**config.mk**
```make
export PLATFORM = sky130hd
export DESIGN_NAME = udp_port_table
export DESIGN_NICKNAME = d
export VERILOG_FILES = /design/src/rtl/mbox_map_pkg.sv /design/src/rtl/spi_cmd_pkg.sv /design/src/rtl/udp_port_table.sv
export SDC_FILE = /design/constraint.sdc
export NUM_CORES = 1
export LEC_CHECK = 0
export ABC_AREA = 1
export BUFFER_PORTS_ARGS = -buffer_cell sky130_fd_sc_hd__clkbuf_2
export CORE_ASPECT_RATIO = 0.7
export CORE_UTILIZATION = 33
export CTS_CLUSTER_DIAMETER = 30
export CTS_CLUSTER_SIZE = 8
export DETAILED_ROUTE_END_ITERATION = 8
export PLACE_DENSITY = 0.57
export SKIP_LAST_GASP = 1
export SYNTH_ARGS = -nofsm -noshare
export SYNTH_HDL_FRONTEND = slang
export SYNTH_SLANG_ARGS = --single-unit
export TNS_END_PERCENT = 100
```
**constraint.sdc**
```tcl
create_clock -name clk -period 1.2 [get_ports clk]
set_input_delay 0.18 -clock clk [delete_from_list [all_inputs] [get_ports clk]]
set_output_delay 0.18 -clock clk [all_outputs]
set_load 0.01 [all_outputs]
```
**src/rtl/mbox_map_pkg.sv**
```systemverilog
package mbox_map_pkg;

  // Mailbox is 128 pages of 16 bytes, 2 kB in all
  typedef logic [10:0] mbox_addr_t;  // {page, offset}
  typedef logic [6:0]  mbox_page_t;  // Set by the page select word
  typedef logic [3:0]  mbox_off_t;   // Low nibble of the SPI address byte

  typedef logic [7:0]  byte_t;
  typedef logic [31:0] word32_t;     // Git ID, build hash

  // Capture windows
  // Four bytes each, big-endian, MSB at the window offset
  localparam mbox_page_t gitid_page   = 7'd3;
  localparam mbox_off_t  gitid_offset = 4'd12;
  localparam mbox_page_t hash_page    = 7'd4;
  localparam mbox_off_t  hash_offset  = 4'd12;

endpackage

```
**src/rtl/spi_cmd_pkg.sv**
```systemverilog
package spi_cmd_pkg;

  // One SPI transaction is one word, MSB first
  //   0001 aaaa dddddddd  IP/MAC byte a
  //   0010 0000 xxxxxxxV  enable_rx
  //   0010 0010 xddddddd  mailbox page select
  //   0011 aaaa dddddddd  UDP port table byte a
  //   0100 aaaa xxxxxxxx  mailbox read, data back on poci
  //   0101 aaaa dddddddd  mailbox write
  typedef logic [15:0] spi_word_t;
  typedef logic [7:0]  cfg_addr_t;  // Upper byte of the word

  typedef enum logic [3:0] {
    grp_ipmac    = 4'd1,
    grp_special  = 4'd2,
    grp_udp      = 4'd3,
    grp_mb_read  = 4'd4,
    grp_mb_write = 4'd5
  } cmd_group_e;

  // Full addresses inside grp_special
  localparam cfg_addr_t addr_enable_rx = 8'h20;
  localparam cfg_addr_t addr_page_sel  = 8'h22;

endpackage

```
**src/rtl/udp_port_table.sv**
```systemverilog
`timescale 1ns/10ps
module udp_port_table #(
  parameter logic [127:0] udp_ports = '0  // Entry 0 in the low bits
) (
  input  logic                    clk,
  input  logic                    rst_n,
  input  logic                    cfg_w,
  input  spi_cmd_pkg::cfg_addr_t  cfg_a,
  input  mbox_map_pkg::byte_t     cfg_d,
  input  logic [2:0]              pno_a,
  output logic [15:0]             pno_d
);

  logic [15:0] pno_mem [8];
  logic        udp_wr;

  assign udp_wr = cfg_w &&
                  (spi_cmd_pkg::cmd_group_e'(cfg_a[7:4]) == spi_cmd_pkg::grp_udp);

  always_ff @(posedge clk or negedge rst_n) begin
    if (!rst_n) begin
      for (int i = 0; i < 8; i++) begin
        pno_mem[i] <= udp_ports[16*i +: 16];
      end
    end else if (udp_wr) begin
      // Entry from a[3:1], byte lane from a[0]
      if (cfg_a[0]) pno_mem[cfg_a[3:1]][15:8] <= cfg_d;
      else pno_mem[cfg_a[3:1]][7:0] <= cfg_d;
    end
  end

  assign pno_d = pno_mem[pno_a];  // Async lookup for the network side

endmodule

```
* Word level (Yosys, flattened, before mapping)
Index checks and enable logic that the tools add are counted.
** Cells by class
- Add/sub/neg operators :: 0
- Multiply operators :: 0
- Divide/modulo/power cells :: 0
- Order comparisons :: 3
- Equality and inequality tests :: 1
- Shifts and indexed selects :: 0
- Mux-type cells :: 10
- Bitwise gates (word level) :: 2
- Reductions and logical operators :: 2
** Operators by type and width (count)
- $bwmux 128 :: 2
- $mux 128 :: 1
- $demux 16 s3 :: 2
- $bmux 16 s3 :: 1
- $mux 16 :: 3
- $ge 4x4->1 const B :: 2
- $mux 8 :: 1
- $not 3->4 :: 2
- $eq 4x2->1 const B :: 1
- $lt 4x1->1 const B :: 1
- $logic_and 1x1->1 :: 2
** Storage, ports and cells
- Register bits :: 128
- Bits in latches :: 0
- Bits in writable memories :: 0
- Memory bits (read-only) :: 0
- Bits of input ports :: 22
- Output and inout bits :: 16
- Word-level logic and storage cells :: 26
- Memories :: 0

* Longest topological paths before layout
- Depth in word-level cells :: 7
- Depth in mapped cells :: 7
- Gate-level depth less buffers :: 6

* Worst setup path before layout
No wires, ideal clock.
- Kind :: input port to output port
- From :: input port pno_a[2]
- To :: output port pno_d[10]
- Arrival time :: 935 ps
- Data required time :: 1020 ps
- Slack :: 85 ps
- Stages :: 5
- Buffers on the path :: 2
- Cell sequence :: clkbuf_1 inv_1 clkbuf_1 nand2_1 nand2_1
** Between the ends
- Longest elaborated chain between the ends :: 4
** RTL lines
- from (decl) :: line udp_port_table.sv:10 : input logic [2:0] pno_a,
- $not 3->4 (not written as such) :: line udp_port_table.sv:32 : assign pno_d = pno_mem[pno_a];
- $bmux 16 s3 :: line udp_port_table.sv:32
- $mux 16 (not written as such) (2 in series) :: line udp_port_table.sv:32
- to (decl) :: line udp_port_table.sv:11 : output logic [15:0] pno_d
Every way passes these cells. The select of a mux whose other input is x is not followed.

* Worst setup path in the final report
- From :: register pno_mem[86] in the netlist's numbering
- To :: output port pno_d[6]
** Between the ends
- Longest elaborated chain between the ends :: 3
** RTL lines
- from (decl) :: line udp_port_table.sv:14 : logic [15:0] pno_mem [8];
- from (signal, indexed assignment) :: line udp_port_table.sv:23 : pno_mem[i] <= udp_ports[16*i +: 16];
- from (signal, indexed assignment) :: line udp_port_table.sv:27 : if (cfg_a[0]) pno_mem[cfg_a[3:1]][15:8] <= cfg_d;
- from (signal, indexed assignment) :: line udp_port_table.sv:28 : else pno_mem[cfg_a[3:1]][7:0] <= cfg_d;
- $bmux 16 s3 :: line udp_port_table.sv:32
- $mux 16 (not written as such) (2 in series) :: line udp_port_table.sv:32
Every way passes these cells. The select of a mux whose other input is x is not followed.

==> impl_metrics.tcl <==
set metrics [dict create \
    peakVddDrop_uv 903 \
    ys_types 15 \
    die_y_um 125 \
    gp_congestion 0.854 \
    core-area_sq_um 21000 \
    io_buffers 37 \
    largest_reg_flops 128 \
    grt_pass1_wl_um 36200 \
    ys_ff_latch 128 \
    dp_hpwl_um 15500 \
    finClkSkew_ns 0 \
    grt_pass1_vias 6374 \
    grt_use_met3_pct 4.08 \
    finalNetCount 1141 \
    drive_above_1_share_pct 25.5 \
    cts_tree "built" \
    required_ns 1.02 \
    antenna_found_initial 1 \
    start_util_pct 34.1 \
    path_class "reg -> out" \
    numCtsBuffers 17 \
    cts_sinks 128 \
    p_switching_mw 3.02 \
    swShare_pct 28.0 \
    synthFlopType "dfrtp_1" \
    relSlewSlack_pct 80.5 \
    hold_class "in -> reg" \
    dp_cells 1360 \
    cp_slowest_cell "dfrtp_1" \
    crit_arrival_ns 1.37 \
    finalSetupTns_ns -5.16 \
    netlist_top_cells_count "nand2_1, nand3_1, inv_1" \
    cp_max_fo 2 \
    async_flop_share_pct 100 \
    syn-num-nets 1042 \
    fin_ws_ns -0.355 \
    hold_viol_final 0 \
    endpoint_kind "output port" \
    synth_most_common_cell "nand2_1" \
    insertion_delay_ns 0.42 \
    p_per_area_nw_per_um2 1180 \
    drt-initial-drc-count 646 \
    ys_warn_count 0 \
    p_leak_nw 5.12 \
    synth.top_cells.by_area "dfrtp_1, nand2_1, nand3_1, inv_1, nor2_4" \
    rsz0062_at_grt "true" \
    cts_root_buffer "clkbuf_16" \
    regMostFlops "pno_mem" \
    max_stage_delay_ns 0.40 \
    layout.cells.non_filler 1406 \
    wl_um 22600 \
    ios 38 \
    wl_per_cell_um 16.0 \
    period_needed_ns 1.55 \
    nFillCells 2105 \
    grt_max_degree 65 \
    setup_viol 16 \
    rows 44 \
    grt.total_usage_pct 21.4 \
    pwr-share-seq_pct 43.0 \
    outcome "complete, but fails checks" \
    vias 6751 \
    netlist_instances 1020 \
    synth_top_area_share_pct 44.8 \
    clkTransAtPathRegs_ns 0.06 \
    drtAntennaViolNets 0 \
    r2r_slack_ns 0.35 \
    viasPerCell 4.80 \
    met2_usage_pct 28.6 \
    max_freq_mhz 643 \
    synth_top_area_cell "dfrtp_1" \
    slew_violations 0 \
    violations "setup timing" \
    maxCapViolCount 0 \
    pwr-share-comb_pct 14.4 \
    worst_pin_slew_ns 0.292 \
    cts_buffer_depth 2 \
    gr-usage-met1_pct 34.0 \
    first_pass_iters 5 \
    grt-ovfl-total 0 \
    critPathLaunchType "register" \
    critical_path.cell_chain "inv_2 -> nand2_2 -> nand3_1 -> nand2_1 -> nand2_1 -> nand2_2 -> clkbuf_2" \
    fp.dieW_um 178 \
    intPower_mw 7.78 \
    synth_area_sq_um 7140 \
    grt.busiest_layer "met1" \
    clock_power_share_pct 42.6 \
    drc 0 \
    area_delta_synth_final_pct 28.7 \
    syn_area_per_cell_sq_um 7.00 \
    htree_levels 4 \
    fin_crit_sh_pct 130 \
    largestRegisters "pno_mem x128" \
    synth_seq_area_share_pct 44.8 \
    dieArea_sq_um 22300 \
    synth_edf_count 0 \
    hold_slack_ns 0.130 \
]
worst paths after layout:
path | start | to | depth (start not counted)
max | pno_mem[86] | pno_d[6] | 7
min | cfg_d[5] | pno_mem[125] | 3
max reg2reg | pno_mem[26] | pno_mem[26] | 4
min reg2reg | pno_mem[63] | pno_mem[63] | 2
max in group asynchronous | rst_n | pno_mem[12] | 3
min in group asynchronous | rst_n | pno_mem[82] | 2
worst max-delay path, delay by kind of cell, from the launching register on:
family | cells | cell delay, ns
and+or+nand+nor | 5 | 0.35
buffers and inverters | 2 | 0.20
DFF | 1 | 0.40
stage by stage:
stage	worst slack, ns	utilization, %	power (mW)	area (sq um)
floorplan	0.0849	-	5.43	7140
global placement	-0.186	39.7	6.12	8330
detailed placement	-0.189	39.7	6.13	8330
CTS	-0.361	42.7	10.8	8960
global route	-0.448	43.8	11.2	9200
finish	-0.355	43.8	10.8	9200
area by class of cell:
cell class / instances / area [sq um] / share of cell area [%]
sequential: 128 / 3200 / 34.8
timing repair buffer: 135 / 1280 / 13.9
clock buffer: 22 / 464 / 5.05
multi-input combinational: 700 / 3340 / 36.4
clock inverter: 7 / 40.0 / 0.435
tap: 276 / 345 / 3.76
antenna: 1 / 2.50 / 0.0272
inverter: 137 / 517 / 5.62
routing by layer:
metal | up-vias | wire (um)
met5 | - | 0
met4 | 0 | 417
met3 | 38 | 1530
met1 | 3190 | 11600
li1 | 3301 | -
met2 | 222 | 8990
kinds of logic (layout without fill, tap and decap cells):
family                 after synthesis  in the layout  synth area share, %
buffers and inverters              192            301                 11.4
other                                0              1                    0
AND/OR/NAND/NOR                    700            700                 43.8
flip-flops                         128            128                 44.8
layout by cell type (no fill, tap or decap), types with 2 or more instances in the layout:
master,count
nand2_1,435
nand3_1,165
dfrtp_1,128
inv_1,108
buf_4,71
nand2_2,38
nand3_2,34
clkbuf_2,31
inv_2,28
buf_12,26
nor2_4,17
clkbuf_16,17
nand2_4,10
clkinv_2,5
buf_6,5
clkbuf_1,3
clkinvlp_4,2
clkbuf_8,2
what timing repair did:
action / 4_1_cts / 5_1_grt
hold buffers: 1 / 0
endpoints found under the hold margin: 128 / 0
resized for setup: 44 / 50
pin swaps: 19 / 26
buffers inserted: 3 / 12
setup endpoints to repair: 16 / 16
power groups by stage:
stage	sequential (mW)	clock, mW	combinational, mW
3_5_place_dp	4.71	0	1.42
5_1_grt	4.67	4.84	1.72
3_3_place_gp	4.71	0	1.41
6_report	4.65	4.60	1.55
4_1_cts	4.64	4.68	1.46
2_1_floorplan	4.68	0	0.754
(Power assumes the default switching activity.)
