**src/rtl/mbox_map_pkg.sv**
```systemverilog
package mbox_map_pkg;

  // Mailbox is 128 pages of 16 bytes, 2 kB in all
  typedef logic [10:0] mbox_addr_t;  // {page, offset}
  typedef logic [6:0]  mbox_page_t;  // Set by the page select word
  typedef logic [3:0]  mbox_off_t;   // Low nibble of the SPI address byte

  typedef logic [7:0]  byte_t;
  typedef logic [31:0] word32_t;     // Git ID, build hash

  // Capture windows
  // Four bytes each, big-endian, MSB at the window offset
  localparam mbox_page_t gitid_page   = 7'd3;
  localparam mbox_off_t  gitid_offset = 4'd12;
  localparam mbox_page_t hash_page    = 7'd4;
  localparam mbox_off_t  hash_offset  = 4'd12;

endpackage

```
**src/rtl/spi_cmd_pkg.sv**
```systemverilog
package spi_cmd_pkg;

  // One SPI transaction is one word, MSB first
  //   0001 aaaa dddddddd  IP/MAC byte a
  //   0010 0000 xxxxxxxV  enable_rx
  //   0010 0010 xddddddd  mailbox page select
  //   0011 aaaa dddddddd  UDP port table byte a
  //   0100 aaaa xxxxxxxx  mailbox read, data back on poci
  //   0101 aaaa dddddddd  mailbox write
  typedef logic [15:0] spi_word_t;
  typedef logic [7:0]  cfg_addr_t;  // Upper byte of the word

  typedef enum logic [3:0] {
    grp_ipmac    = 4'd1,
    grp_special  = 4'd2,
    grp_udp      = 4'd3,
    grp_mb_read  = 4'd4,
    grp_mb_write = 4'd5
  } cmd_group_e;

  // Full addresses inside grp_special
  localparam cfg_addr_t addr_enable_rx = 8'h20;
  localparam cfg_addr_t addr_page_sel  = 8'h22;

endpackage

```
**src/rtl/mbox_cfg_regs.sv**
```systemverilog
`timescale 1ns/10ps
module mbox_cfg_regs #(
  parameter mbox_map_pkg::word32_t hash = '0,
  parameter logic default_enable_rx = 1'b1
) (
  input  logic                       clk,
  input  logic                       rst_n,
  input  logic                       cfg_w,
  input  spi_cmd_pkg::cfg_addr_t     cfg_a,
  input  mbox_map_pkg::byte_t        cfg_d,
  output mbox_map_pkg::mbox_page_t   page,
  output logic                       enable_rx,
  output logic                       ip_valid,
  output mbox_map_pkg::word32_t      ip,
  output logic                       mac_valid,
  output logic [47:0]                mac,
  output logic                       gitid_valid,
  output mbox_map_pkg::word32_t      gitid,
  output logic                       match
);

  spi_cmd_pkg::cmd_group_e   grp;
  mbox_map_pkg::mbox_off_t   off;
  mbox_map_pkg::byte_t       ipmac [16];
  logic [15:0]               ipmac_vld;  // One bit per byte
  logic                      ipmac_wr;
  logic                      mb_wr;
  mbox_map_pkg::mbox_off_t   gid_rel;    // Offset within window
  mbox_map_pkg::mbox_off_t   hsh_rel;
  logic                      gid_hit;
  logic                      hsh_hit;
  logic [3:0]                gid_vld;
  logic [3:0]                hsh_vld;
  mbox_map_pkg::word32_t     hash_r;

  // Byte 0 restarts the set, others add to it
  function automatic logic [3:0] mark_valid(logic [3:0] cur, logic [1:0] idx);
    logic [3:0] res;
    res = cur;
    if (idx == 2'd0) res = 4'b0001;
    else res[idx] = 1'b1;
    return res;
  endfunction

  assign grp      = spi_cmd_pkg::cmd_group_e'(cfg_a[7:4]);
  assign off      = cfg_a[3:0];
  assign ipmac_wr = cfg_w && (grp == spi_cmd_pkg::grp_ipmac);
  assign mb_wr    = cfg_w && (grp == spi_cmd_pkg::grp_mb_write);

  // Wraps below the window, so < 4 covers the four bytes only
  assign gid_rel = off - mbox_map_pkg::gitid_offset;
  assign hsh_rel = off - mbox_map_pkg::hash_offset;
  // Not exclusive, both windows may share a page
  assign gid_hit = mb_wr && (page == mbox_map_pkg::gitid_page) && (gid_rel < 4'd4);
  assign hsh_hit = mb_wr && (page == mbox_map_pkg::hash_page) && (hsh_rel < 4'd4);

  always_ff @(posedge clk or negedge rst_n) begin
    if (!rst_n) begin
      enable_rx <= default_enable_rx;
      page      <= '0;
      ipmac_vld <= '0;
      gid_vld   <= '0;
      hsh_vld   <= '0;
    end else begin
      if (cfg_w && cfg_a == spi_cmd_pkg::addr_enable_rx) enable_rx <= cfg_d[0];
      if (cfg_w && cfg_a == spi_cmd_pkg::addr_page_sel) page <= cfg_d[6:0];
      if (ipmac_wr) begin
        if (off == 4'd0) ipmac_vld <= 16'h0001;
        else ipmac_vld[off] <= 1'b1;
      end
      if (gid_hit) gid_vld <= mark_valid(gid_vld, gid_rel[1:0]);
      if (hsh_hit) hsh_vld <= mark_valid(hsh_vld, hsh_rel[1:0]);
    end
  end

  // Byte lanes, ~idx is 3-idx for big-endian
  always_ff @(posedge clk) begin
    if (ipmac_wr) ipmac[off] <= cfg_d;
    if (gid_hit) gitid[{~gid_rel[1:0], 3'b000} +: 8] <= cfg_d;
    if (hsh_hit) hash_r[{~hsh_rel[1:0], 3'b000} +: 8] <= cfg_d;
  end

  assign ip          = {ipmac[9], ipmac[8], ipmac[7], ipmac[6]};
  assign ip_valid    = &ipmac_vld[9:6];
  assign mac         = {ipmac[5], ipmac[4], ipmac[3], ipmac[2], ipmac[1], ipmac[0]};
  assign mac_valid   = &ipmac_vld[5:0];
  assign gitid_valid = &gid_vld;
  assign match       = (&hsh_vld) && (hash_r == hash);  // Build hash check

endmodule

```
**config.mk**
```make
export PLATFORM = sky130hd
export DESIGN_NAME = mbox_cfg_regs
export DESIGN_NICKNAME = d
export VERILOG_FILES = /design/src/rtl/mbox_map_pkg.sv /design/src/rtl/spi_cmd_pkg.sv /design/src/rtl/mbox_cfg_regs.sv
export SDC_FILE = /design/constraint.sdc
export NUM_CORES = 1
export LEC_CHECK = 0
export ABC_AREA = 1
export BUFFER_PORTS_ARGS = -buffer_cell sky130_fd_sc_hd__clkbuf_2
export CAP_MARGIN = 0
export CORE_MARGIN = 8
export CORE_UTILIZATION = 53
export DETAILED_ROUTE_END_ITERATION = 8
export PLACE_DENSITY = 0.79
export SYNTH_ARGS = -nofsm -noshare
export SYNTH_HDL_FRONTEND = slang
export SYNTH_SLANG_ARGS = --single-unit
```
**constraint.sdc**
```tcl
create_clock -name clk -period 2.3 [get_ports clk]
set_clock_uncertainty 0.05 [all_clocks]
set_input_delay 0.115 -clock clk [delete_from_list [all_inputs] [get_ports clk]]
set_output_delay 0.115 -clock clk [all_outputs]
set_load 0.05 [all_outputs]
```
# After elaboration in Yosys (flattened, before gate mapping)
# Memories as Yosys holds them, arrays and structs flattened.
# Index checks and enable logic that the tools add are counted.
# classes
n_addsub,2
order_cmp,5
n_eq_ne,6
shift,2
muxes,11
bitwise_logic,4
reduce_logical,18
# ops
operator,count
32-bit bitwise mux,2
32-bit zero test,1
"8-bit by 7-bit variable shift with 32-bit output, first input constant",1
8-bit by 7-bit variable part select with 32-bit output,1
"8-bit by 6-bit == test with 1-bit output, second input constant",2
16-bit two-way mux,1
16-bit OR,1
4-bit AND reduction,3
1-bit logical AND,11
4-bit two-way mux,2
4-bit OR,2
"7-bit by 2-bit == test with 1-bit output, second input constant",1
"7-bit by 3-bit == test with 1-bit output, second input constant",1
5-bit negator with 7-bit output,1
6-bit AND reduction,1
"4-bit by 5-bit less-than comparator with 1-bit output, second input constant",1
1-bit demux with 4-bit select,1
"4-bit by 1-bit == test with 1-bit output, second input constant",1
"4-bit by 3-bit == test with 1-bit output, second input constant",1
"4-bit by 1-bit greater-or-equal comparator with 1-bit output, second input constant",1
4-bit zero test,1
"4-bit by 3-bit less-than comparator with 1-bit output, second input constant",1
1-bit two-way mux,4
"4-bit subtractor, second input constant",1
other kinds (5),5
# word_totals
reg_bits,96
ram_bits,128
input_bits,19
n_memories,1
# memory_table
memory,words,width,rd,rd_ports_with_merged_regs,wr,line_no,text
ipmac,16,8,10,0,1,mbox_cfg_regs.sv:24,mbox_map_pkg::byte_t ipmac [16];

# Longest topological paths before layout
# Gate-level depths: netlist (run 1).
# depth
depth_word,7
mapped_depth,9
depth_no_buf,8

# Least setup slack after synthesis (run 1)
# No wires, ideal clock.
# synth_path
path_type,register to output
from,reg ipmac_vld[9]
to,out ip_valid
t_arrival_ns,1.901
setup_slack_ns,0.234
path_stages_with_launch,3
path_buffers,0
path_cell_list,dfrtp_1 inv_1 nor4_1
# synth_via
elab_chain_len,1
# synth_rtl
element,line_no,text
from (decl),mbox_cfg_regs.sv:25,logic [15:0] ipmac_vld;
from (signal assigned),mbox_cfg_regs.sv:61,ipmac_vld <= '0;
from (signal assigned),mbox_cfg_regs.sv:68,if (off == 4'd0) ipmac_vld <= 16'h0001;
"from (signal, indexed assignment)",mbox_cfg_regs.sv:69,else ipmac_vld[off] <= 1'b1;
4-bit AND reduction,mbox_cfg_regs.sv:84,assign ip_valid = &ipmac_vld[9:6];
to (decl),mbox_cfg_regs.sv:13,"output logic ip_valid,"
# No other way between the ends.

# Worst setup path after layout (run 1)
# layout_path
from,in cfg_a[1]
to,"mem ipmac[8][4] (netlist bit), enable pin"
# layout_rtl
element,line_no,text
from (decl),mbox_cfg_regs.sv:9,"input spi_cmd_pkg::cfg_addr_t cfg_a,"
to (decl),mbox_cfg_regs.sv:24,
# Straight into the memory's write port.

==> results.tsv, run 1 <==
stage	metric	value	unit
cells_and_area	Layout Nets	615	
yosys	Mapped Nets	450	
timing	Setup Viol. Count Final	0	
setup_path	slowest stage delay, CP	0.55	ns
power_and_ir_drop	sequential power share	53.8	%
power_and_ir_drop	clock share of power	41.5	%
clocking	Worst-Skew Late Latency	0.42	ns
timing	RSZ-0062 raised after global routing	no	
cells_and_area	area of the multi-input gates	1086	sq um
place	GPL Wtd Cong	0.8763	
setup_path	Critical Path Most Common Cell	inv_1	
setup_path	worst path arrival time	2.01	ns
route	via count	3910	
timing	Max Fclk	506.7	MHz
grt	first-pass GRT wire length	22090	um
grt	GRT Total Usage	18.66	%
setup_path	Crit path max-delay family	buffers and inverters	
cells_and_area	fraction of layout cells with a size suffix above 1	34.61	%
timing	Final Cycle Share	85.81	%
setup_path	CP startpoint kind	input pin	
route	WL per Instance	19.06	um
place	DP Wirelength	9952	um
setup_path	CP Capture Type	flop	
power_and_ir_drop	leak pwr	0.003225	uW
setup_path	CP max stage cell	dlygate4sd3_1	
route	Post-Route WL	14180	um
yosys	mux contribution to synthesized area	0	%
setup_path	WP buf/inv	5	
grt	vias in the first global route	4007	
timing	worst slew pin tran	0.6897	ns
yosys	yosys warns	0	
clocking	Num Clock Sinks	170	
grt	initial antenna violation count	0	
power_and_ir_drop	NetSw	1354	uW
yosys	number of library cell types mapped by synthesis	29	
place	placed cell area	7188	sq um
yosys	xor/xnor share of the synthesized area	0	%
power_and_ir_drop	worst vdd ir	595.6	uV
yosys	Post-Syn Area per Cell	14.86	sq um
place	# port buffers	142	
yosys	sequential share of the synthesized area	79.16	%
cells_and_area	Non-Filler Instances	744	
yosys	Compound-Gate Fraction of Synth Area	2.448	%
route	post-DR vias/cell	5.255	
clocking	CTS buffer count	17	
clocking	Root Buffer	clkbuf_16	
grt	grt met1 use	20.66	%
timing	final hold vios	0	
route	First-pass DRT Iterations	5	
grt	met3 Use GR	7.491	%
place	placed cells	710	
clocking	CTS tree	yes	
yosys	adder-cell share of the synthesized area	1.592	%
route	Post-route DRC	0	
yosys	Post-Syn Instances	423	
setup_path	worst-path cell chain	dlygate4sd3_1 -> clkbuf_2 -> inv_1 -> ha_1 -> inv_1 -> nor2_1 -> nand2_1 -> inv_1	
cells_and_area	post-route cell area	7745	sq um
die	io pins	143	
die	Die X-Extent	124.9	um
die	DIE HEIGHT	124.9	um
route	number of routed nets with antenna violations	0	
power_and_ir_drop	PwrDens	809.0	nW/um^2
grt	busiest layer in global routing	met2	
clocking	CTS max path bufs	2	
yosys	Simple-Gate Fraction of Synth Area	13.24	%
clocking	clk slew on worst S/H paths	0.06	ns
grt	grt met2 use	31.20	%
cells_and_area	Antenna diodes	0	
yosys	Syn Std Cell Area	6286	sq um
power_and_ir_drop	internal power	4912	uW
die	Initial Utilization	54.58	%
yosys	post-synthesis register bit count	170	
setup_path	CP max FO	8	
cells_and_area	post-layout util	67.25	%
setup_path	WP data required	2.34	ns
timing	total negative slack	0	ns
run	MaxCap Viol Count	0	
power_and_ir_drop	power share of the combinational group	4.6	%
grt	global route overflow	0	
timing	Final min period	1.974	ns
route	1st-iter DRT viols	404	
power_and_ir_drop	sw frac	21.61	%
outcome	status	complete, no violations	
clocking	CTS H-tree depth	4	
die	Core ar.	11520	sq um
cells_and_area	area delta synth->final	23.21	%
timing	Slew HR	53.85	%
die	row count	39	
grt	largest net degree at the start of global routing	27	
cells_and_area	FF+latch area	4976	sq um
worst_hold_path	Min-Delay Path Class	in2reg	
cells_and_area	number of fill cells in the layout	777	
timing	Max Slew Vio Count	0	
setup_path	critical path class	in2reg	
yosys	largest family of logic cells by synthesized area	simple AND/OR/NAND/NOR gates	
die	Die Area	15600	sq um
-- worst paths after layout --
| check | slack [ns] | end | cells past startpoint | startpoint |
|---|---|---|---|---|
| min in group asynchronous | 0.18 | page[2]$_DFFE_PN0P_ | 2 | rst_n |
| max in group asynchronous | 1.61 | async pin | 2 | rst_n |
| hold reg to reg | 0.43 | flop | 2 | flop |
| setup reg to reg | 0.42 | hash_r[8]$_DFFE_PP_ | 5 | page[4]$_DFFE_PN0P_ |
| hold / removal | 0.03 | flop | 3 | cfg_a[0] |
| setup / recovery | 0.33 | ipmac[8][4]$_DFFE_PP_ | 8 | cfg_a[1] |
-- through the flow --
| step | hold WS (ns) | worst slack (ns) | total power (uW) |
|---|---|---|---|
| finish | 0.02990 | 0.3265 | 6266 |
| global route | 0.04450 | 0.1992 | 6460 |
| CTS | 0.01070 | 0.3653 | 6288 |
| detailed placement | 0.1060 | 0.4014 | 3722 |
| global placement | 0.1035 | 0.5055 | 3714 |
| floorplan | -0.2306 | 0.2335 | 3606 |
-- power by group through the flow --
stage | registers [uW] | logic, uW | clock network (uW)
floorplan | 3470 | 136 | 0
global placement | 3440 | 278 | 0
detailed placement | 3440 | 284 | 0
CTS | 3370 | 290 | 2620
global route | 3370 | 317 | 2770
finish | 3370 | 290 | 2600
-- registers in the layout, indices dropped and copies added, names as in the netlist, named ones only --
name	count
ipmac	80
gitid	32
hash_r	32
ipmac_vld	10
page	7
gid_vld	2
hsh_vld	2
enable_rx	1
-- cell usage after synthesis --
cell	n	area share [%]
edfxtp_1	144	69
nor2_1	59	3.5
inv_1	49	2.9
nand2_1	43	2.6
dfrtp_1	25	10
nand3_1	21	1.7
nor3_1	17	1.4
nand4_1	9	0.90
ha_1	8	1.6
o21ai_2	7	0.98
a21oi_2	6	0.84
nor2_4	5	0.90
nor2_2	4	0.40
o21ai_0	4	0.32
nand3_2	3	0.48
buf_2	2	0.16
buf_6	2	0.36
inv_2	2	0.12
nor4_1	2	0.20
o21bai_1	2	0.24
dfstp_2	1	0.42
nand2_2	1	0.10
nand2_4	1	0.18
nand3_4	1	0.28
nand3b_1	1	0.12
nor2_8	1	0.32
nor3_2	1	0.16
o21ai_1	1	0.080
or2_2	1	0.10
-- cells by family (layout without fill, tap and decap cells) --
kind of cell / Yosys count / after routing
AND/OR/NAND/NOR: 170 / 170
buffers and inverters: 55 / 233
flip-flops: 170 / 170
adder cells (fa/ha/maj): 8 / 8
AO/OA/AOI/OAI: 20 / 20
-- layer usage --
metal / vias up / wire, um
met5: - / 0
li1: 1811 / -
met1: 1898 / 5405
met2: 171 / 7134
met3: 30 / 1229
met4: 0 / 412
-- tightest hold or removal path, delay by kind of cell --
family | cells | cell delay (ns)
buf+inv | 1 | 0.17
simple gates | 2 | 0.17
-- cell usage in the layout, fill, tap and decap left out --
cell type,Yosys,routed
or2_2,1,1
buf_4,0,6
nor3_1,17,17
nor4_1,2,2
clkbuf_2,0,142
nand2_1,43,43
o21bai_1,2,2
clkinvlp_4,0,3
edfxtp_1,144,144
inv_6,0,2
o21ai_2,7,7
dfrtp_1,25,25
nand4_1,9,9
clkbuf_16,0,17
o21ai_0,4,4
clkbuf_1,0,4
nand3_2,3,3
clkinv_1,0,2
dlygate4sd3_1,0,2
bufinv_16,0,1
inv_1,49,49
a21oi_2,6,6
nand3_4,1,1
nand3b_1,1,1
o21ai_1,1,1
nand2_2,1,1
clkinv_2,0,2
inv_2,2,2
nor2_8,1,1
nand2_4,1,1
ha_1,8,8
nor2_4,5,5
clkinv_4,0,1
nor2_1,59,59
dfstp_2,1,1
nand3_1,21,21
nor2_2,4,4
nor3_2,1,1
-- what timing repair did --
| item | CTS | global route |
|---|---|---|
| setup buffers | 0 | 0 |
| hold buffers | 2 | 0 |
| hold endpoints to repair | 27 | 0 |
| resized for setup | 0 | 0 |
| setup endpoints to repair | 0 | 0 |
-- layout make-up --
type                    instances  area share [%]
clock buffers                  21           5.687
repair buffers                150           10.02
multi-input cells             198           14.02
flip-flops and latches        170           64.25
inverters                      51           2.472
well taps                     143           2.310
clock inverters                11           1.244
Power figures use the tool's default switching activity.
==> run 2, diff against run 1 <==
--- a/config.mk
+++ b/config.mk
@@ -5,13 +5,12 @@
 export SDC_FILE = /design/constraint.sdc
 export NUM_CORES = 1
 export LEC_CHECK = 0
-export ABC_AREA = 1
 export BUFFER_PORTS_ARGS = -buffer_cell sky130_fd_sc_hd__clkbuf_2
 export CAP_MARGIN = 0
 export CORE_MARGIN = 8
 export CORE_UTILIZATION = 53
 export DETAILED_ROUTE_END_ITERATION = 8
-export PLACE_DENSITY = 0.79
+export PLACE_DENSITY = 0.8
 export SYNTH_ARGS = -nofsm -noshare
 export SYNTH_HDL_FRONTEND = slang
 export SYNTH_SLANG_ARGS = --single-unit
==> results.tsv, run 2 <==
stage	metric	value	unit	change
outcome	status	complete, no violations		
setup_path	worst-path cell chain	nor4_1 -> nand4_1 -> nor4_2 -> buf_2		
route	Post-route DRC	0		unchanged
yosys	async set-reset flop share out of synthesis	15.29	%	unchanged
clocking	Root Buffer	clkbuf_16		
die	io pins	143		unchanged
yosys	Post-synth EDFFs	144		unchanged
place	# port buffers	142		unchanged
clocking	Worst-Skew Late Latency	0.42	ns	about the same
clocking	CTS max path bufs	2		unchanged
run	MaxCap Viol Count	0		unchanged
cells_and_area	Largest register FFs	80		unchanged
clocking	CTS buffer count	17		unchanged
yosys	number of library cell types mapped by synthesis	38		+31%
grt	first-pass GRT wire length	20390	um	-7.7%
timing	Max Fclk	442.1	MHz	-13%
power_and_ir_drop	leak pwr	0.003024	uW	-6.2%
yosys	Post-Syn Instances	311		-26%
timing	Setup Viol. Count Final	0		unchanged
power_and_ir_drop	PwrDens	830.9	nW/um^2	+2.7%
route	WL per Instance	21.61	um	+13%
timing	Final min period	2.262	ns	+0.2885 ns
cells_and_area	area delta synth->final	25.83	%	
clocking	CTS H-tree depth	4		unchanged
setup_path	slowest stage delay, CP	0.44	ns	-0.11 ns
yosys	yosys warns	0		unchanged
yosys	sequential share of the synthesized area	83.32	%	+4.2 points
cells_and_area	area of the multi-input gates	996.0	sq um	-8.3%
grt	initial antenna violation count	0		unchanged
yosys	Mapped Nets	338		-25%
yosys	Yosys top cell area share	72.41	%	+3.6 points
yosys	top-count cell post-synth	edfxtp_1		
timing	Final Cycle Share	98.35	%	+13 points
yosys	Most used DFF post-synth	edfxtp_1		
yosys	Post-Syn Area per Cell	19.20	sq um	+29%
die	Die X-Extent	122.2	um	-2.2%
timing	final hold vios	0		unchanged
route	via count	3424		-12%
timing	worst slew pin tran	0.6554	ns	-0.03431 ns
cells_and_area	Antenna diodes	0		unchanged
setup_path	CP startpoint kind	flop		
yosys	post-synthesis register bit count	170		unchanged
power_and_ir_drop	worst vdd ir	542.6	uV	-8.9%
grt	GRT Total Usage	18.60	%	-0.064 points
cells_and_area	number of fill cells in the layout	723		-6.9%
die	Die Area	14920	sq um	-4.4%
cells_and_area	fraction of layout cells with a size suffix above 1	41.90	%	+7.3 points
place	placed cell area	6928	sq um	-3.6%
timing	hold_ws	0.08899	ns	+0.05908 ns
route	1st-iter DRT viols	313		-23%
place	DP Wirelength	9399	um	-5.6%
cells_and_area	FF+latch area	4976	sq um	unchanged
clocking	CTS tree	yes		
setup_path	worst reg2reg setup slack	0.13	ns	-0.29 ns
cells_and_area	most frequent cells in the layout	edfxtp_1 (144), clkbuf_2 (141), and2_1 (38), dfrtp_1 (25), clkbuf_16 (17)		
clocking	Num Clock Sinks	170		unchanged
setup_path	worst path arrival time	2.10	ns	+0.09 ns
worst_hold_path	hold_sp	cfg_a[6]		
grt	largest net degree at the start of global routing	27		unchanged
cells_and_area	Layout Nets	509		-17%
route	Post-Route WL	13700	um	-3.4%
setup_path	worst flop-to-flop path startpoint	page[3]$_DFFE_PN0P_		
place	GPL Wtd Cong	0.7718		-12%
worst_hold_path	worst hold endpoint	enable_rx$_DFFE_PN1P_		
setup_path	worst reg2reg endpoint	gitid[25]$_DFFE_PP_		
timing	RSZ-0062 raised after global routing	no		
cells_and_area	most common cell after layout, fill and taps aside	edfxtp_1		
cells_and_area	Top reg by flops	ipmac		
yosys	synth top area cells	edfxtp_1 (72%), dfrtp_1 (10%), and2_1 (4.4%), mux2_2 (1.9%), ha_1 (1.7%)		
setup_path	Crit path max-delay family	simple AND/OR/NAND/NOR gates		
yosys	Yosys top cell by area	edfxtp_1		
setup_path	CP Capture Type	output pin		
route	First-pass DRT Iterations	5		unchanged
setup_path	WP buf/inv	1		-4
route	post-DR vias/cell	5.401		+2.8%
timing	Max Slew Vio Count	0		unchanged
clocking	clk slew on worst S/H paths	0.07	ns	about the same
worst_hold_path	Min-Delay Path Class	in2reg		
setup_path	R2R cell count	4		-1
setup_path	critical path class	reg2out		
worst_hold_path	Worst Hold Path Cells	4		+1
setup_path	WP data required	2.13	ns	-0.21 ns
route	number of routed nets with antenna violations	0		unchanged
die	Initial Utilization	54.61	%	about the same
die	DIE HEIGHT	122.2	um	-2.2%
cells_and_area	post-route cell area	7515	sq um	-3.0%
grt	vias in the first global route	3511		-12%
die	Core ar.	10940	sq um	-5.0%
yosys	Synth top cells by count	edfxtp_1 (144), and2_1 (42), dfrtp_1 (25)		
die	row count	38		-2.6%
setup_path	CP max FO	1		-7
grt	global route overflow	0		unchanged
yosys	Syn Std Cell Area	5972	sq um	-5.0%
setup_path	CP max stage cell	nor4_1		
timing	Slew HR	56.31	%	+2.5 points
-- run 2: cell types whose count changed in the layout (fill, tap and decap cells not counted), sizes merged, moves of 10 or more --
cell	previous run	this run
o21ai	12	2
nor3	18	3
mux2	0	10
nand2	45	7
nand3	25	1
and2	0	46
nor4	2	12
nor2	69	11
inv	53	5
-- run 2: power breakdown --
| group | switching [uW] | leakage [uW] | total, uW | internal (uW) |
|---|---|---|---|---|
| clock network | 1160 | 0.000256 | 2650 | 1490 |
| logic | 154 | 0.00109 | 215 | 61.0 |
| registers | 15.5 | 0.00168 | 3380 | 3360 |
| total | 1330 | 0.00302 | 6240 | 4910 |
-- run 2: cell type report --
| type | count | area share [%] |
|---|---|---|
| inverter | 2 | 0.09990 |
| tap | 140 | 2.331 |
| timing repair buffer | 154 | 10.76 |
| multi-input combinational | 137 | 13.25 |
| clock buffer | 18 | 5.711 |
| sequential | 170 | 66.22 |
| clock inverter | 13 | 1.632 |
-- run 2: logic make-up (layout without fill, tap and decap cells) --
kind of cell	Yosys count	count (layout)	synth area share [%]
simple gates	103	103	11.13
fa+ha+maj	8	8	1.676
buf+inv	4	187	0.2723
flops	170	170	83.32
compound gates	16	16	1.718
mux	10	10	1.886
-- run 2: worst max path at each step --
| stage | start | cells past startpoint | slack, ns | end |
|---|---|---|---|---|
| 6_report | hash_r[26]$_DFFE_PP_ | 4 | 0.04 | match |
| 5_1_grt | hash_r[26]$_DFFE_PP_ | 4 | 0.006 | match |
| 4_1_cts | hash_r[26]$_DFFE_PP_ | 4 | 0.02 | match |
| 3_5_place_dp | page[3]$_DFFE_PN0P_ | 4 | 0.05 | hash_r[15]$_DFFE_PP_ |
| 3_3_place_gp | page[3]$_DFFE_PN0P_ | 4 | 0.1 | hash_r[15]$_DFFE_PP_ |
| 2_1_floorplan | page[3]$_DFFE_PN0P_ | 4 | -0.003 | hash_r[10]$_DFFE_PP_ |
-- run 2: routing by layer --
| metal | vias up | GRT usage [%] | wire (um) |
|---|---|---|---|
| met4 | 0 | 7.768 | 187 |
| met2 | 151 | 30.41 | 7171 |
| li1 | 1536 | - | - |
| met5 | - | 0 | 0 |
| met1 | 1722 | 22.51 | 5235 |
| met3 | 15 | 5.877 | 1107 |
-- run 2: per-stage QoR --
| step | total power, uW | TNS (ns) | worst slack (ns) | std cells | utilization (%) |
|---|---|---|---|---|---|
| final | 6244 | 0 | 0.03799 | 634 | 68.72 |
| after global routing | 6425 | 0 | 0.006424 | 634 | 68.72 |
| after CTS | 6275 | 0 | 0.01898 | 634 | 68.67 |
| after detailed placement | 3649 | 0 | 0.05224 | 600 | 63.35 |
| after global placement | 3641 | 0 | 0.09674 | 600 | 63.35 |
| after floorplan | 3534 | -0.07655 | -0.003190 | 311 | - |
-- run 2: repair_timing --
action / CTS / global route
endpoints found under the hold margin: 27 / 0
setup buffers: 0 / 0
gates resized for setup: 0 / 5
hold buffers: 3 / 0
endpoints found under the setup margin: 0 / 33
-- run 2: worst register-to-register path, cell delays in order, from the launching register on --
cell and delay [ns]:
dfrtp_1 0.39, or3b_1 0.38, buf_4 0.15, nor4_4 0.42
and2_1 0.43
