[src/rtl/mbox_map_pkg.sv]
package mbox_map_pkg;

  // Mailbox is 128 pages of 16 bytes, 2 kB in all
  typedef logic [10:0] mbox_addr_t;  // {page, offset}
  typedef logic [6:0]  mbox_page_t;  // Set by the page select word
  typedef logic [3:0]  mbox_off_t;   // Low nibble of the SPI address byte

  typedef logic [7:0]  byte_t;
  typedef logic [31:0] word32_t;     // Git ID, build hash

  // Capture windows
  // Four bytes each, big-endian, MSB at the window offset
  localparam mbox_page_t gitid_page   = 7'd3;
  localparam mbox_off_t  gitid_offset = 4'd12;
  localparam mbox_page_t hash_page    = 7'd4;
  localparam mbox_off_t  hash_offset  = 4'd12;

endpackage

[src/rtl/spi_cmd_pkg.sv]
package spi_cmd_pkg;

  // One SPI transaction is one word, MSB first
  //   0001 aaaa dddddddd  IP/MAC byte a
  //   0010 0000 xxxxxxxV  enable_rx
  //   0010 0010 xddddddd  mailbox page select
  //   0011 aaaa dddddddd  UDP port table byte a
  //   0100 aaaa xxxxxxxx  mailbox read, data back on poci
  //   0101 aaaa dddddddd  mailbox write
  typedef logic [15:0] spi_word_t;
  typedef logic [7:0]  cfg_addr_t;  // Upper byte of the word

  typedef enum logic [3:0] {
    grp_ipmac    = 4'd1,
    grp_special  = 4'd2,
    grp_udp      = 4'd3,
    grp_mb_read  = 4'd4,
    grp_mb_write = 4'd5
  } cmd_group_e;

  // Full addresses inside grp_special
  localparam cfg_addr_t addr_enable_rx = 8'h20;
  localparam cfg_addr_t addr_page_sel  = 8'h22;

endpackage

[src/rtl/spi_word_rx.sv]
`timescale 1ns/10ps
module spi_word_rx (
  input  logic                    clk,
  input  logic                    rst_n,
  input  logic                    sck,
  input  logic                    ncs,
  input  logic                    pico,
  input  mbox_map_pkg::byte_t     tx_data,  // Mailbox byte, one clk after cfg_r
  output logic                    poci,
  output logic                    cfg_w,
  output logic                    cfg_r,
  output spi_cmd_pkg::cfg_addr_t  cfg_a,
  output mbox_map_pkg::byte_t     cfg_d
);

  typedef enum logic [1:0] {st_idle, st_shift, st_done} state_e;

  state_e                  state;
  logic [2:0]              sck_sync;   // [1] synced, [2] previous
  logic [2:0]              ncs_sync;
  logic [1:0]              pico_sync;  // Same latency as sck_sync[1]
  logic                    sck_rise;
  logic                    sck_fall;
  logic                    ncs_rise;
  logic                    ncs_hi;
  logic [3:0]              bit_cnt;
  spi_cmd_pkg::spi_word_t  in_sr;
  spi_cmd_pkg::spi_word_t  in_next;
  mbox_map_pkg::byte_t     out_sr;
  logic                    load_pend;  // tx_data arrives this cycle

  assign sck_rise = sck_sync[1] & ~sck_sync[2];
  assign sck_fall = ~sck_sync[1] & sck_sync[2];
  assign ncs_rise = ncs_sync[1] & ~ncs_sync[2];  // End of word
  assign ncs_hi   = ncs_sync[1];
  assign in_next  = {in_sr[14:0], pico_sync[1]};

  always_ff @(posedge clk or negedge rst_n) begin
    if (!rst_n) begin
      sck_sync  <= '0;
      ncs_sync  <= '1;  // Deselected
      pico_sync <= '0;
    end else begin
      sck_sync  <= {sck_sync[1:0], sck};
      ncs_sync  <= {ncs_sync[1:0], ncs};
      pico_sync <= {pico_sync[0], pico};
    end
  end

  // Sampled on sck rising edges
  always_ff @(posedge clk) begin
    if (sck_rise) in_sr <= in_next;
  end

  // Transaction sequencing, done lasts one clk
  always_ff @(posedge clk or negedge rst_n) begin
    if (!rst_n) begin
      state <= st_idle;
    end else begin
      case (state)
        st_idle:  if (!ncs_hi) state <= st_shift;
        st_shift: if (ncs_rise) state <= st_done;
        default:  state <= st_idle;
      endcase
    end
  end

  assign cfg_w = (state == st_done);  // Whole word on cfg_a/cfg_d

  always_ff @(posedge clk or negedge rst_n) begin
    if (!rst_n) begin
      bit_cnt   <= '0;
      cfg_r     <= 1'b0;
      cfg_a     <= '0;
      cfg_d     <= '0;
      load_pend <= 1'b0;
      out_sr    <= '0;
      poci      <= 1'b0;
    end else begin
      cfg_r     <= 1'b0;
      load_pend <= cfg_r;  // Memory read latency
      if (ncs_hi) begin
        bit_cnt <= '0;
        out_sr  <= '0;  // Bits 0..7 go out as zero
        poci    <= 1'b0;
      end else begin
        if (sck_rise) begin
          bit_cnt <= bit_cnt + 4'd1;
          // Address byte complete after the 8th bit
          if (bit_cnt == 4'd7 &&
              spi_cmd_pkg::cmd_group_e'(in_next[7:4]) == spi_cmd_pkg::grp_mb_read) begin
            cfg_r <= 1'b1;
            cfg_a <= in_next[7:0];
          end
        end
        if (load_pend) begin
          out_sr <= tx_data;  // Ahead of the 8th falling edge
        end else if (sck_fall) begin
          poci   <= out_sr[7];  // MSB first
          out_sr <= {out_sr[6:0], 1'b0};
        end
      end
      if (ncs_rise && state == st_shift) begin
        cfg_a <= in_sr[15:8];
        cfg_d <= in_sr[7:0];
      end
    end
  end

  // Read pulse comes mid-word, write pulse only after ncs rises
  w_r_exclusive: assert property (@(posedge clk) disable iff (!rst_n) !(cfg_w && cfg_r))
    else $error("cfg_w and cfg_r pulsed together");
  w_single: assert property (@(posedge clk) disable iff (!rst_n) cfg_w |=> !cfg_w)
    else $error("cfg_w longer than one clk");

endmodule

[config.mk]
export PLATFORM = sky130hd
export DESIGN_NAME = spi_word_rx
export DESIGN_NICKNAME = d
export VERILOG_FILES = /design/src/rtl/mbox_map_pkg.sv /design/src/rtl/spi_cmd_pkg.sv /design/src/rtl/spi_word_rx.sv
export SDC_FILE = /design/constraint.sdc
export NUM_CORES = 1
export LEC_CHECK = 0
export BUFFER_PORTS_ARGS = -buffer_cell sky130_fd_sc_hd__clkbuf_2
export CAP_MARGIN = 40
export CORE_MARGIN = 2
export CORE_UTILIZATION = 40
export DETAILED_ROUTE_END_ITERATION = 16
export GPL_ROUTABILITY_DRIVEN = 0
export HOLD_SLACK_MARGIN = 0.05
export PLACE_DENSITY = 0.62
export SLEW_MARGIN = 10
export SYNTH_ARGS = -nofsm -noshare
export SYNTH_HDL_FRONTEND = slang
export SYNTH_SLANG_ARGS = --single-unit
[constraint.sdc]
create_clock -name clk -period 2.35 [get_ports clk]
set_input_delay 0.1175 -clock clk [delete_from_list [all_inputs] [get_ports clk]]
set_output_delay 0.1175 -clock clk [all_outputs]
set_load 0.05 [all_outputs]
### Word-level counts from Yosys, hierarchy flattened

Index checks and enable logic that the tools add are counted.

| operators by class | value |
|---|---|
| reductions and logical operators | 11 |
| equal/unequal tests | 8 |
| add/sub/neg operators | 1 |
| muxes and demuxes | 18 |
| bitwise logic cells | 6 |

Operators with widths:

| kind | number |
|---|---|
| 8-bit 2-to-1 mux | 7 |
| 4-bit by 3-bit == test with 1-bit output, second input constant | 2 |
| 4-bit 2-to-1 mux | 2 |
| 2-bit nonzero test | 4 |
| 1-bit 2-to-1 mux | 6 |
| 2-bit != test, second input constant | 3 |
| 4-bit by 1-bit adder with 4-bit output, second input constant | 1 |
| 2-bit 2-to-1 mux | 2 |
| 2-bit one-hot mux with 2 select lines | 1 |
| 2-bit AND reduction | 2 |
| 1-bit AND | 3 |
| 1-bit NOT | 3 |
| 3-bit AND reduction | 1 |
| 3-bit nonzero test | 1 |
| 2-bit by 1-bit == test with 1-bit output, second input constant | 1 |
| 2-bit == test, second input constant | 1 |
| 1-bit logical AND | 2 |
| 2-bit zero test | 1 |
| 2-bit by 1-bit != test with 1-bit output, second input constant | 1 |

| word-level totals | value |
|---|---|
| input port bits | 13 |
| flip-flop bits (word level) | 57 |
| output and inout bits | 19 |
| logic and storage cells | 56 |

### Logic depth before layout (Yosys ltp)

Gate-level depths: netlist of run 1.

| depth | value |
|---|---|
| word-level depth | 6 |
| mapped depth | 6 |
| mapped depth without buffers | 5 |

### Worst setup path after synthesis of run 1

OpenSTA, ideal clock, no wires.

| timing path | value |
|---|---|
| kind | register to register |
| from | reg sck_sync[1] |
| to | reg bit_cnt[3] |
| data required time | 2,218 ps |
| stages on the path, launching flop included | 5 |
| path slack | 517 ps |
| buffers on the path | 0 |
| period minus slack after synthesis | 1,833 ps |
| library setup time | 132 ps |
| data arrival time | 1,701 ps |
| cells stage by stage | dfrtp_1 -> nor2b_1 -> nand4_1 -> xor2_1 -> nor2_1 |

| between the ends | value |
|---|---|
| longest elaborated chain between the ends | 2 |

Ends and longest elaborated chain:

| what | RTL line | source |
|---|---|---|
| start: declaration | spi_word_rx.sv:19 | `logic [2:0] sck_sync;` |
| start signal: assignment | spi_word_rx.sv:44 | `sck_sync <= {sck_sync[1:0], sck};` |
| 1-bit AND | spi_word_rx.sv:32 | `assign sck_rise = sck_sync[1] & ~sck_sync[2];` |
| net sck_rise | spi_word_rx.sv:22 | `logic sck_rise;` |
| 2-bit nonzero test (no source line) | n/a |  |
| end signal: assignment | spi_word_rx.sv:88 | `bit_cnt <= bit_cnt + 4'd1;` |
| end: declaration | spi_word_rx.sv:26 | `logic [3:0] bit_cnt;` |

The timed path passes the listed nets, and every way through them passes these cells.
A chain may end at the register's enable or synchronous reset.

### Final worst setup path of run 1

| timing path | value |
|---|---|
| from | reg in_sr[4] |
| to | reg cfg_a[2] |

| between the ends | value |
|---|---|
| longest elaborated chain between the ends | 4 |

Ends and longest elaborated chain:

| what | RTL line | source |
|---|---|---|
| start: declaration | spi_word_rx.sv:27 | `spi_cmd_pkg::spi_word_t in_sr;` |
| start signal: assignment | spi_word_rx.sv:52 | `if (sck_rise) in_sr <= in_next;` |
| 4-bit by 3-bit == test with 1-bit output | spi_word_rx.sv:91 | `spi_cmd_pkg::cmd_group_e'(in_next[7:4]) == spi_cmd_pkg::grp_mb_read) begin` |
| 1-bit logical AND | spi_word_rx.sv:90 | `if (bit_cnt == 4'd7 &&` |
| 2-bit nonzero test (no source line) | n/a |  |
| 3-bit AND reduction (no source line) | n/a |  |
| end signal: assignment | spi_word_rx.sv:93 | `cfg_a <= in_next[7:0];` |
| end signal: assignment | spi_word_rx.sv:104 | `cfg_a <= in_sr[15:8];` |
| end: declaration | spi_word_rx.sv:12 | `output spi_cmd_pkg::cfg_addr_t cfg_a,` |

Every way passes these cells.

==> results.json, run 1 <==
{
  "ys_seq_area_frac": 0.710,
  "power.leakage_nw": 1.18,
  "period_share": 0.850,
  "syn_to_final_growth_pct": 22.6,
  "ys_top_cells_by_area": "dfrtp_1 45%, edfxtp_1 23%, nand2_1 7.4%",
  "portBuffers": 31,
  "cp.required_ps": 2550,
  "cp.arrival_ps": 2200,
  "syn_inst": 165,
  "setup_violations": 0,
  "nNetsFinal": 224,
  "grt_overflow_total": 0,
  "hp-start": "tx_data[1]",
  "initial_utilization": 0.416,
  "pin_count": 32,
  "hold_ws_ps": 107,
  "syn_area_um2": 2130,
  "grt_pass1_vias": 1350,
  "rsz0062_at_grt": "no",
  "hold_viol": 0,
  "die-area_um2": 5910,
  "cap_violations": 0,
  "hold_path_depth": 3,
  "whs_endpoint": "out_sr[1]",
  "vias_per_cell": 4.68,
  "reg2reg_slack_ps": 350,
  "grt_use_total": 0.139,
  "antenna_left": 0,
  "end_kind": "flip-flop",
  "numCtsBuffers": 9,
  "grt_pass1_wl_um": 6300,
  "synth_edf_count": 16,
  "yosysTopAreaCell": "dfrtp_1",
  "crit_family": "simple AND/OR/NAND/NOR gates",
  "drtIter0Drc": 54,
  "post-synth-top-count-cell": "nand2_1",
  "synth_flop_cell": "dfrtp_1",
  "pre_cts_slack_ps": 334,
  "r2r-start": "in_sr[4]",
  "die_x_um": 76.9,
  "cp_cell_sequence": "or4b_4, or4_1, nand3_2, nand3_1",
  "ir_drop_mv": 0.623,
  "h-tree-depth": 3,
  "cts_setup_buffers": 0,
  "routed_wl_um": 3600,
  "slew_headroom": 0.451,
  "path_clk_slew_ps": 60,
  "skew_ps": 7.21,
  "cts_root_buf": "clkbuf_8",
  "drc": 0,
  "synth_common_cells": "42 x nand2_1, 38 x dfrtp_1, 16 x edfxtp_1",
  "cts_tree": "done",
  "worstMarginPinSlew_ps": 817,
  "wire_per_inst_um": 12.6,
  "grt_max_degree": 42,
  "num_vias": 1334,
  "clkLatencyLatePin_ps": 330,
  "synthesis.nets": 179,
  "path_max_fanout": 8,
  "die_h_um": 76.9,
  "cts_max_path_buffers": 2,
  "fp-row-count": 26,
  "n_antenna_cell": 0,
  "max_stage_delay_ps": 690,
  "critical_path_class": "reg -> reg",
  "grt_antenna_before_repair": 0,
  "drive_gt1_frac": 0.288,
  "synth_top_area_share": 0.447,
  "ys_warn_count": 0,
  "ys_ff_latch": 57,
  "synth.avg_cell_area_um2": 12.9,
  "outcome": "complete, no violations",
  "tns_ps": 0,
  "p_per_area_nw_per_um2": 922,
  "clock.fmax_ghz": 0.500,
  "cp_num_buf_inv": 0,
  "cts.sinks": 57,
  "hold_path_class": "in -> reg",
  "startpoint_type": "flip-flop",
  "drv_slew": 0,
  "slowest_stage": "or4_1",
  "ys_types": 28,
  "fillers": 485,
  "coreArea_um2": 5110,
  "final.setup.worst_slack_ps": 351,
  "period_minus_slack_ps": 2000,
  "r2r-end": "cfg_a[2]",
  "async_flop_share": 0.719,
  "ff2ff_path_depth": 4,
  "dr.pass1.iters": 4,
  "dpl.hpwl_um": 2330
}
## where the power goes
part | internal [W] | switching [W]
sequential | 0.00111 | 0.0000537
combinational | 0.0000948 | 0.000322
clock | 0.000463 | 0.000362
## through the flow
stage / total power [W] / cell area [um2] / instances / utilization
after floorplan: 0.00148 / 2130 / 165 / -
after global placement: 0.00159 / 2370 / 264 / 0.464
after global routing: 0.00251 / 2610 / 285 / 0.510
after CTS: 0.00244 / 2610 / 285 / 0.510
final: 0.00240 / 2610 / 285 / 0.510
after detailed placement: 0.00160 / 2370 / 264 / 0.464
## logic make-up after synthesis
kind of cell             synth area share
multiplexers                       0.0424
XOR/XNOR                           0.0124
AND/OR/NAND/NOR                     0.175
flip-flops                          0.710
adder cells (fa/ha/maj)           0.00588
AO/OA/AOI/OAI                      0.0341
buffers and inverters              0.0194
## what timing repair did
action,in CTS,in global routing
resized for setup,0,0
hold buffers,5,0
endpoints found under the hold margin,42,0
## how the worst max path moves through the flow
stage           startpoint         end  depth (start not counted)
2_1_floorplan  sck_sync[1]  bit_cnt[3]                          4
3_3_place_gp      in_sr[4]    cfg_a[0]                          4
3_5_place_dp      in_sr[4]    cfg_a[2]                          4
4_1_cts           in_sr[4]    cfg_a[2]                          4
5_1_grt           in_sr[4]    cfg_a[3]                          4
6_report          in_sr[4]    cfg_a[2]                          4
## tightest hold or removal path, delay by kind of cell
kind	cells	cell delay, ps
compound gates	1	70
buf+inv	1	80
mux	1	130
## per-layer routing
layer	GRT usage	part of all wire	up-vias
met2	0.208	0.43	29
met3	0.0471	0.041	9
li1	-	-	658
met5	0	0	-
met1	0.179	0.50	638
met4	0.0764	0.025	0
## layout make-up
type | instances | area (um2) | area share
Clock buffer | 13 | 169 | 0.0648
Multi-Input combinational cell | 99 | 574 | 0.220
Sequential cell | 57 | 1510 | 0.579
Clock inverter | 3 | 15.0 | 0.00576
Timing Repair Buffer | 41 | 243 | 0.0931
Inverter | 2 | 7.51 | 0.00288
Tap cell | 70 | 87.6 | 0.0336
## cells in the final DEF (no fill, tap or decap), types with 2 or more instances in the layout
| cell type | Yosys | layout |
|---|---|---|
| nand2_1 | 42 | 42 |
| dfrtp_1 | 38 | 38 |
| clkbuf_2 | 0 | 31 |
| edfxtp_1 | 16 | 16 |
| clkbuf_8 | 0 | 12 |
| nand3_1 | 11 | 11 |
| mux2i_1 | 9 | 9 |
| o31ai_1 | 7 | 7 |
| nor2_1 | 7 | 7 |
| dlygate4sd3_1 | 0 | 5 |
| buf_4 | 1 | 5 |
| nor2b_1 | 4 | 4 |
| nand3_2 | 4 | 4 |
| clkinv_2 | 0 | 3 |
| dfstp_2 | 3 | 3 |
| inv_2 | 2 | 2 |
| xor2_1 | 2 | 2 |
## state kept, by name (all words and copies together) (netlist names), 3 cells and up
signal / flops
in_sr: 16
cfg_a: 8
cfg_d: 8
out_sr: 8
bit_cnt: 4
ncs_sync: 3
sck_sync: 3
No activity file was read; power rests on OpenSTA's default activity.
==> run 2: changes to the inputs <==
Settings changed: RECOVER_POWER set to 100.
==> run 2 against run 1 <==
First-iteration DRC count is 22% lower. Final cell count stayed put. Critical endpoint is now cfg_a[6]. Flip-flop and latch count stayed put. Register-to-register slack hardly changed. Sequential power hardly changed. Maximum frequency is 0.63% lower. Non-clock buffer count stayed put. Via count is 0.37% lower.
==> results.json, run 2 (synthesis results as in run 1) <==
{
  "drc": 0,
  "grt_pass1_vias": 1350,
  "cts_root_buf": "clkbuf_8",
  "cts_max_path_buffers": 2,
  "drtIter0Drc": 42,
  "grt_max_degree": 42,
  "placed_area_um2": 2370,
  "clkLatencyLatePin_ps": 330,
  "dr.pass1.iters": 4,
  "die-area_um2": 5910,
  "skew_ps": 7.59,
  "ir_drop_mv": 0.621,
  "slowest_stage": "dfstp_1",
  "path_clk_slew_ps": 60,
  "power.leakage_nw": 1.11,
  "layout_common_cells": "42 x nand2_1, 38 x dfrtp_1, 22 x clkbuf_1",
  "dpl.hpwl_um": 2330,
  "cts.sinks": 57,
  "pin_count": 32,
  "startpoint_type": "flip-flop",
  "cp.arrival_ps": 2200,
  "largest_register_ffs": 16,
  "num_vias": 1329,
  "critical_path_class": "reg -> reg",
  "worstMarginPinSlew_ps": 1030,
  "drv_slew": 0,
  "drive_gt1_frac": 0.181,
  "period_share": 0.856,
  "final_cell_area_um2": 2570,
  "rsz0062_at_grt": "no",
  "grt_overflow_total": 0,
  "h-tree-depth": 3,
  "grt_use_total": 0.139,
  "period_minus_slack_ps": 2010,
  "die_x_um": 76.9,
  "hold_path_class": "in -> reg",
  "nNetsFinal": 224,
  "outcome": "complete, no violations",
  "coreArea_um2": 5110,
  "mostFrequentLayoutCell": "nand2_1",
  "max_stage_delay_ps": 860,
  "path_max_fanout": 20,
  "cp_cell_sequence": "inv_2, or4b_1, buf_4, nor2_1, o21ai_0",
  "cts_tree": "done",
  "routed_wl_um": 3640,
  "grt_antenna_before_repair": 0,
  "hold_viol": 0,
  "numCtsBuffers": 9,
  "clock.fmax_ghz": 0.497,
  "setup_violations": 0,
  "initial_utilization": 0.416,
  "top_register": "in_sr",
  "slew_headroom": 0.311,
  "wire_per_inst_um": 12.8,
  "syn_to_final_growth_pct": 20.7,
  "portBuffers": 31,
  "grt_pass1_wl_um": 6300,
  "die_h_um": 76.9,
  "fp-row-count": 26,
  "cap_violations": 0,
  "tns_ps": 0,
  "end_kind": "flip-flop",
  "fillers": 501,
  "n_antenna_cell": 0,
  "vias_per_cell": 4.66,
  "p_per_area_nw_per_um2": 929,
  "cts_setup_buffers": 0,
  "antenna_left": 0,
  "cp.required_ps": 2540
}
run 2: final timing paths:
check | startpoint | to | slack [ps] | cells past startpoint
worst max-delay path | ncs_sync[1] | cfg_a[6] | 340 | 5
worst min-delay path | tx_data[1] | out_sr[1] | 100 | 3
worst max register to register | ncs_sync[1] | cfg_a[6] | 340 | 5
worst min register to register | sck_sync[0] | sck_sync[1] | 350 | 0
max in group asynchronous | rst_n | cfg_a[7] | 1160 | 3
min in group asynchronous | rst_n | pico_sync[0] | 580 | 3
run 2: power breakdown:
part | internal, W | switching, W
Clock | 0.000463 | 0.000362
Sequential | 0.00111 | 0.0000531
Combinational | 0.0000762 | 0.000322
run 2: worst max-delay path: cells and delay by family, from the launching register on:
kind	cells	cell delay [ps]
compound gates	1	90
flops	1	860
simple gates	2	620
buf+inv	2	300
run 2: cell type report:
cell class | count | area (um2) | area share
clock inverter | 3 | 15.0 | 0.00585
sequential | 57 | 1510 | 0.588
multi-input combinational | 99 | 568 | 0.221
timing repair buffer | 41 | 209 | 0.0814
tap | 70 | 87.6 | 0.0341
clock buffer | 13 | 169 | 0.0658
inverter | 2 | 7.51 | 0.00293
run 2: metrics by stage:
stage	cells	setup WS [ps]	util	power (W)	hold slack, ps
global placement	264	400	0.464	0.00159	208
finish	285	339	0.502	0.00238	104
detailed placement	264	334	0.464	0.00160	212
floorplan	165	517	-	0.00148	-178
global route	285	168	0.502	0.00249	124
CTS	285	331	0.510	0.00244	95.9
run 2: repair_timing:
item / CTS / global route
hold endpoints to repair: 42 / 0
hold buffers: 5 / 0
gates resized for setup: 0 / 0
endpoints found under the setup margin: 0 / 0
run 2: routing by layer:
layer	vias to the layer above	GRT usage	wire (um)
met3	9	0.0471	140
met4	0	0.0764	94
met1	637	0.179	1800
li1	658	-	-
met2	25	0.208	1610
met5	-	0	0
==> run 3: changes to the inputs <==
Settings changed: ABC_AREA set to 1.
==> run 3 against run 2 <==
Register-to-register slack gained 210 ps. Area after synthesis grew 4.4%. Sequential power is essentially flat. Combinational power grew 6.8%. Critical path depth is the same. Clock power grew 18%. Flip-flop and latch count is the same. Sequential share of layout area shrank 2.0 points. Synthesized cell count grew 24%.
==> results.json, run 3 <==
{
  "syn_area_um2": 2220,
  "cts_max_path_buffers": 2,
  "ir_drop_mv": 0.455,
  "setup_violations": 0,
  "startpoint_type": "flip-flop",
  "critical_path_class": "reg -> reg",
  "ys_ff_latch": 57,
  "drc": 0,
  "period_minus_slack_ps": 1800,
  "tns_ps": 0,
  "async_flop_share": 0.719,
  "power.leakage_nw": 1.21,
  "cp.arrival_ps": 2000,
  "die-area_um2": 6160,
  "period_share": 0.767,
  "syn_to_final_growth_pct": 19.9,
  "grt_pass1_vias": 1416,
  "syn_inst": 205,
  "p_per_area_nw_per_um2": 964,
  "dr.pass1.iters": 5,
  "synth.avg_cell_area_um2": 10.8,
  "placed_area_um2": 2420,
  "path_clk_slew_ps": 60,
  "portBuffers": 31,
  "largest_register_ffs": 16,
  "drive_gt1_frac": 0.142,
  "grt_overflow_total": 0,
  "path_max_fanout": 11,
  "synth_top_area_share": 0.429,
  "outcome": "complete, no violations",
  "hold_path_class": "in -> reg",
  "ys_types": 23,
  "n_antenna_cell": 0,
  "antenna_left": 0,
  "coreArea_um2": 5440,
  "cap_violations": 0,
  "final_cell_area_um2": 2660,
  "fp-row-count": 27,
  "synthesis.nets": 219,
  "cts_setup_buffers": 0,
  "top_register": "in_sr",
  "end_kind": "flip-flop",
  "cts_root_buf": "clkbuf_8",
  "clock.fmax_ghz": 0.555,
  "cp.required_ps": 2550,
  "post-synth-top-count-cell": "nand2_1",
  "ys_top_cells_by_area": "dfrtp_1 43%, edfxtp_1 22%, nand2_1 10%",
  "die_x_um": 78.5,
  "synth_flop_cell": "dfrtp_1",
  "cts.sinks": 57,
  "drv_slew": 0,
  "vias_per_cell": 4.42,
  "synth_common_cells": "61 x nand2_1, 38 x dfrtp_1, 17 x nor2_1",
  "num_vias": 1442,
  "grt_max_degree": 42,
  "layout_common_cells": "62 x nand2_1, 38 x dfrtp_1, 20 x clkbuf_1",
  "yosysTopAreaCell": "dfrtp_1",
  "hold_ws_ps": 84.3,
  "clkLatencyLatePin_ps": 330,
  "initial_utilization": 0.408,
  "fin_util": 0.489,
  "nNetsFinal": 263,
  "routed_wl_um": 3820,
  "worstMarginPinSlew_ps": 979,
  "skew_ps": 5.73,
  "cts_tree": "done",
  "drtIter0Drc": 95,
  "ys_seq_area_frac": 0.681,
  "grt_antenna_before_repair": 0,
  "rsz0062_at_grt": "no",
  "hold_viol": 0,
  "grt_use_total": 0.149,
  "pin_count": 32,
  "wire_per_inst_um": 11.7,
  "h-tree-depth": 3,
  "grt_pass1_wl_um": 6760,
  "synth_edf_count": 16,
  "dpl.hpwl_um": 2450,
  "ys_warn_count": 0,
  "die_h_um": 78.5,
  "mostFrequentLayoutCell": "nand2_1",
  "numCtsBuffers": 9,
  "slew_headroom": 0.347
}
==> run 3: cells by family after synthesis <==
| group | synth area share |
|---|---|
| fa+ha+maj | 0.00564 |
| buf+inv | 0.0491 |
| flops | 0.681 |
| compound gates | 0.0637 |
| simple gates | 0.201 |
==> run 3: routing by layer <==
metal	track usage	wire length, um	up-vias
li1	-	-	752
met1	0.206	1950	663
met2	0.193	1690	25
met3	0.0759	160	2
met4	0.0684	27	0
met5	0	0	-
==> run 3: repair_timing <==
item,in CTS,in global routing
gates resized for setup,0,0
hold buffers,7,0
hold endpoints to repair,44,0
==> run 3: critical path, cell delays in order (launching register included) <==
cell	delay [ps]
dfstp_1	780
inv_1	280
nand3_1	260
inv_1	200
nand2_1	90
o21ai_0	80
==> run 3: power breakdown <==
group / internal (W) / switching (W) / leakage (nW)
logic: 0.0000819 / 0.000343 / 0.436
clock network: 0.000591 / 0.000386 / 0.106
registers: 0.00111 / 0.0000511 / 0.666
total: 0.00178 / 0.000780 / 1.21
==> run 3: final timing paths <==
kind                             start           to  slack [ps]  depth (start not counted)
setup / recovery           ncs_sync[1]    out_sr[6]         550                          5
hold / removal              tx_data[5]    out_sr[5]          80                          3
setup reg to reg           ncs_sync[1]    out_sr[6]         550                          5
hold reg to reg            sck_sync[0]  sck_sync[1]         350                          0
max in group asynchronous        rst_n         poci        1180                          3
min in group asynchronous        rst_n     cfg_a[5]         560                          3
==> run 3: cell type report <==
cell class              instances  area (um2)
fillers                       516        2780
flip-flops and latches         57        1510
multi-input cells             126         582
repair buffers                 39         206
clock buffers                  10         128
well taps                      72        90.1
clock inverters                 6        82.6
inverters                      16        60.1
==> run 3: per-stage QoR <==
step,setup WS (ps),power [W],cells
floorplan,1110,0.00151,205
global placement,827,0.00162,303
detailed placement,779,0.00162,303
CTS,766,0.00262,326
global route,337,0.00269,326
finish,548,0.00256,326
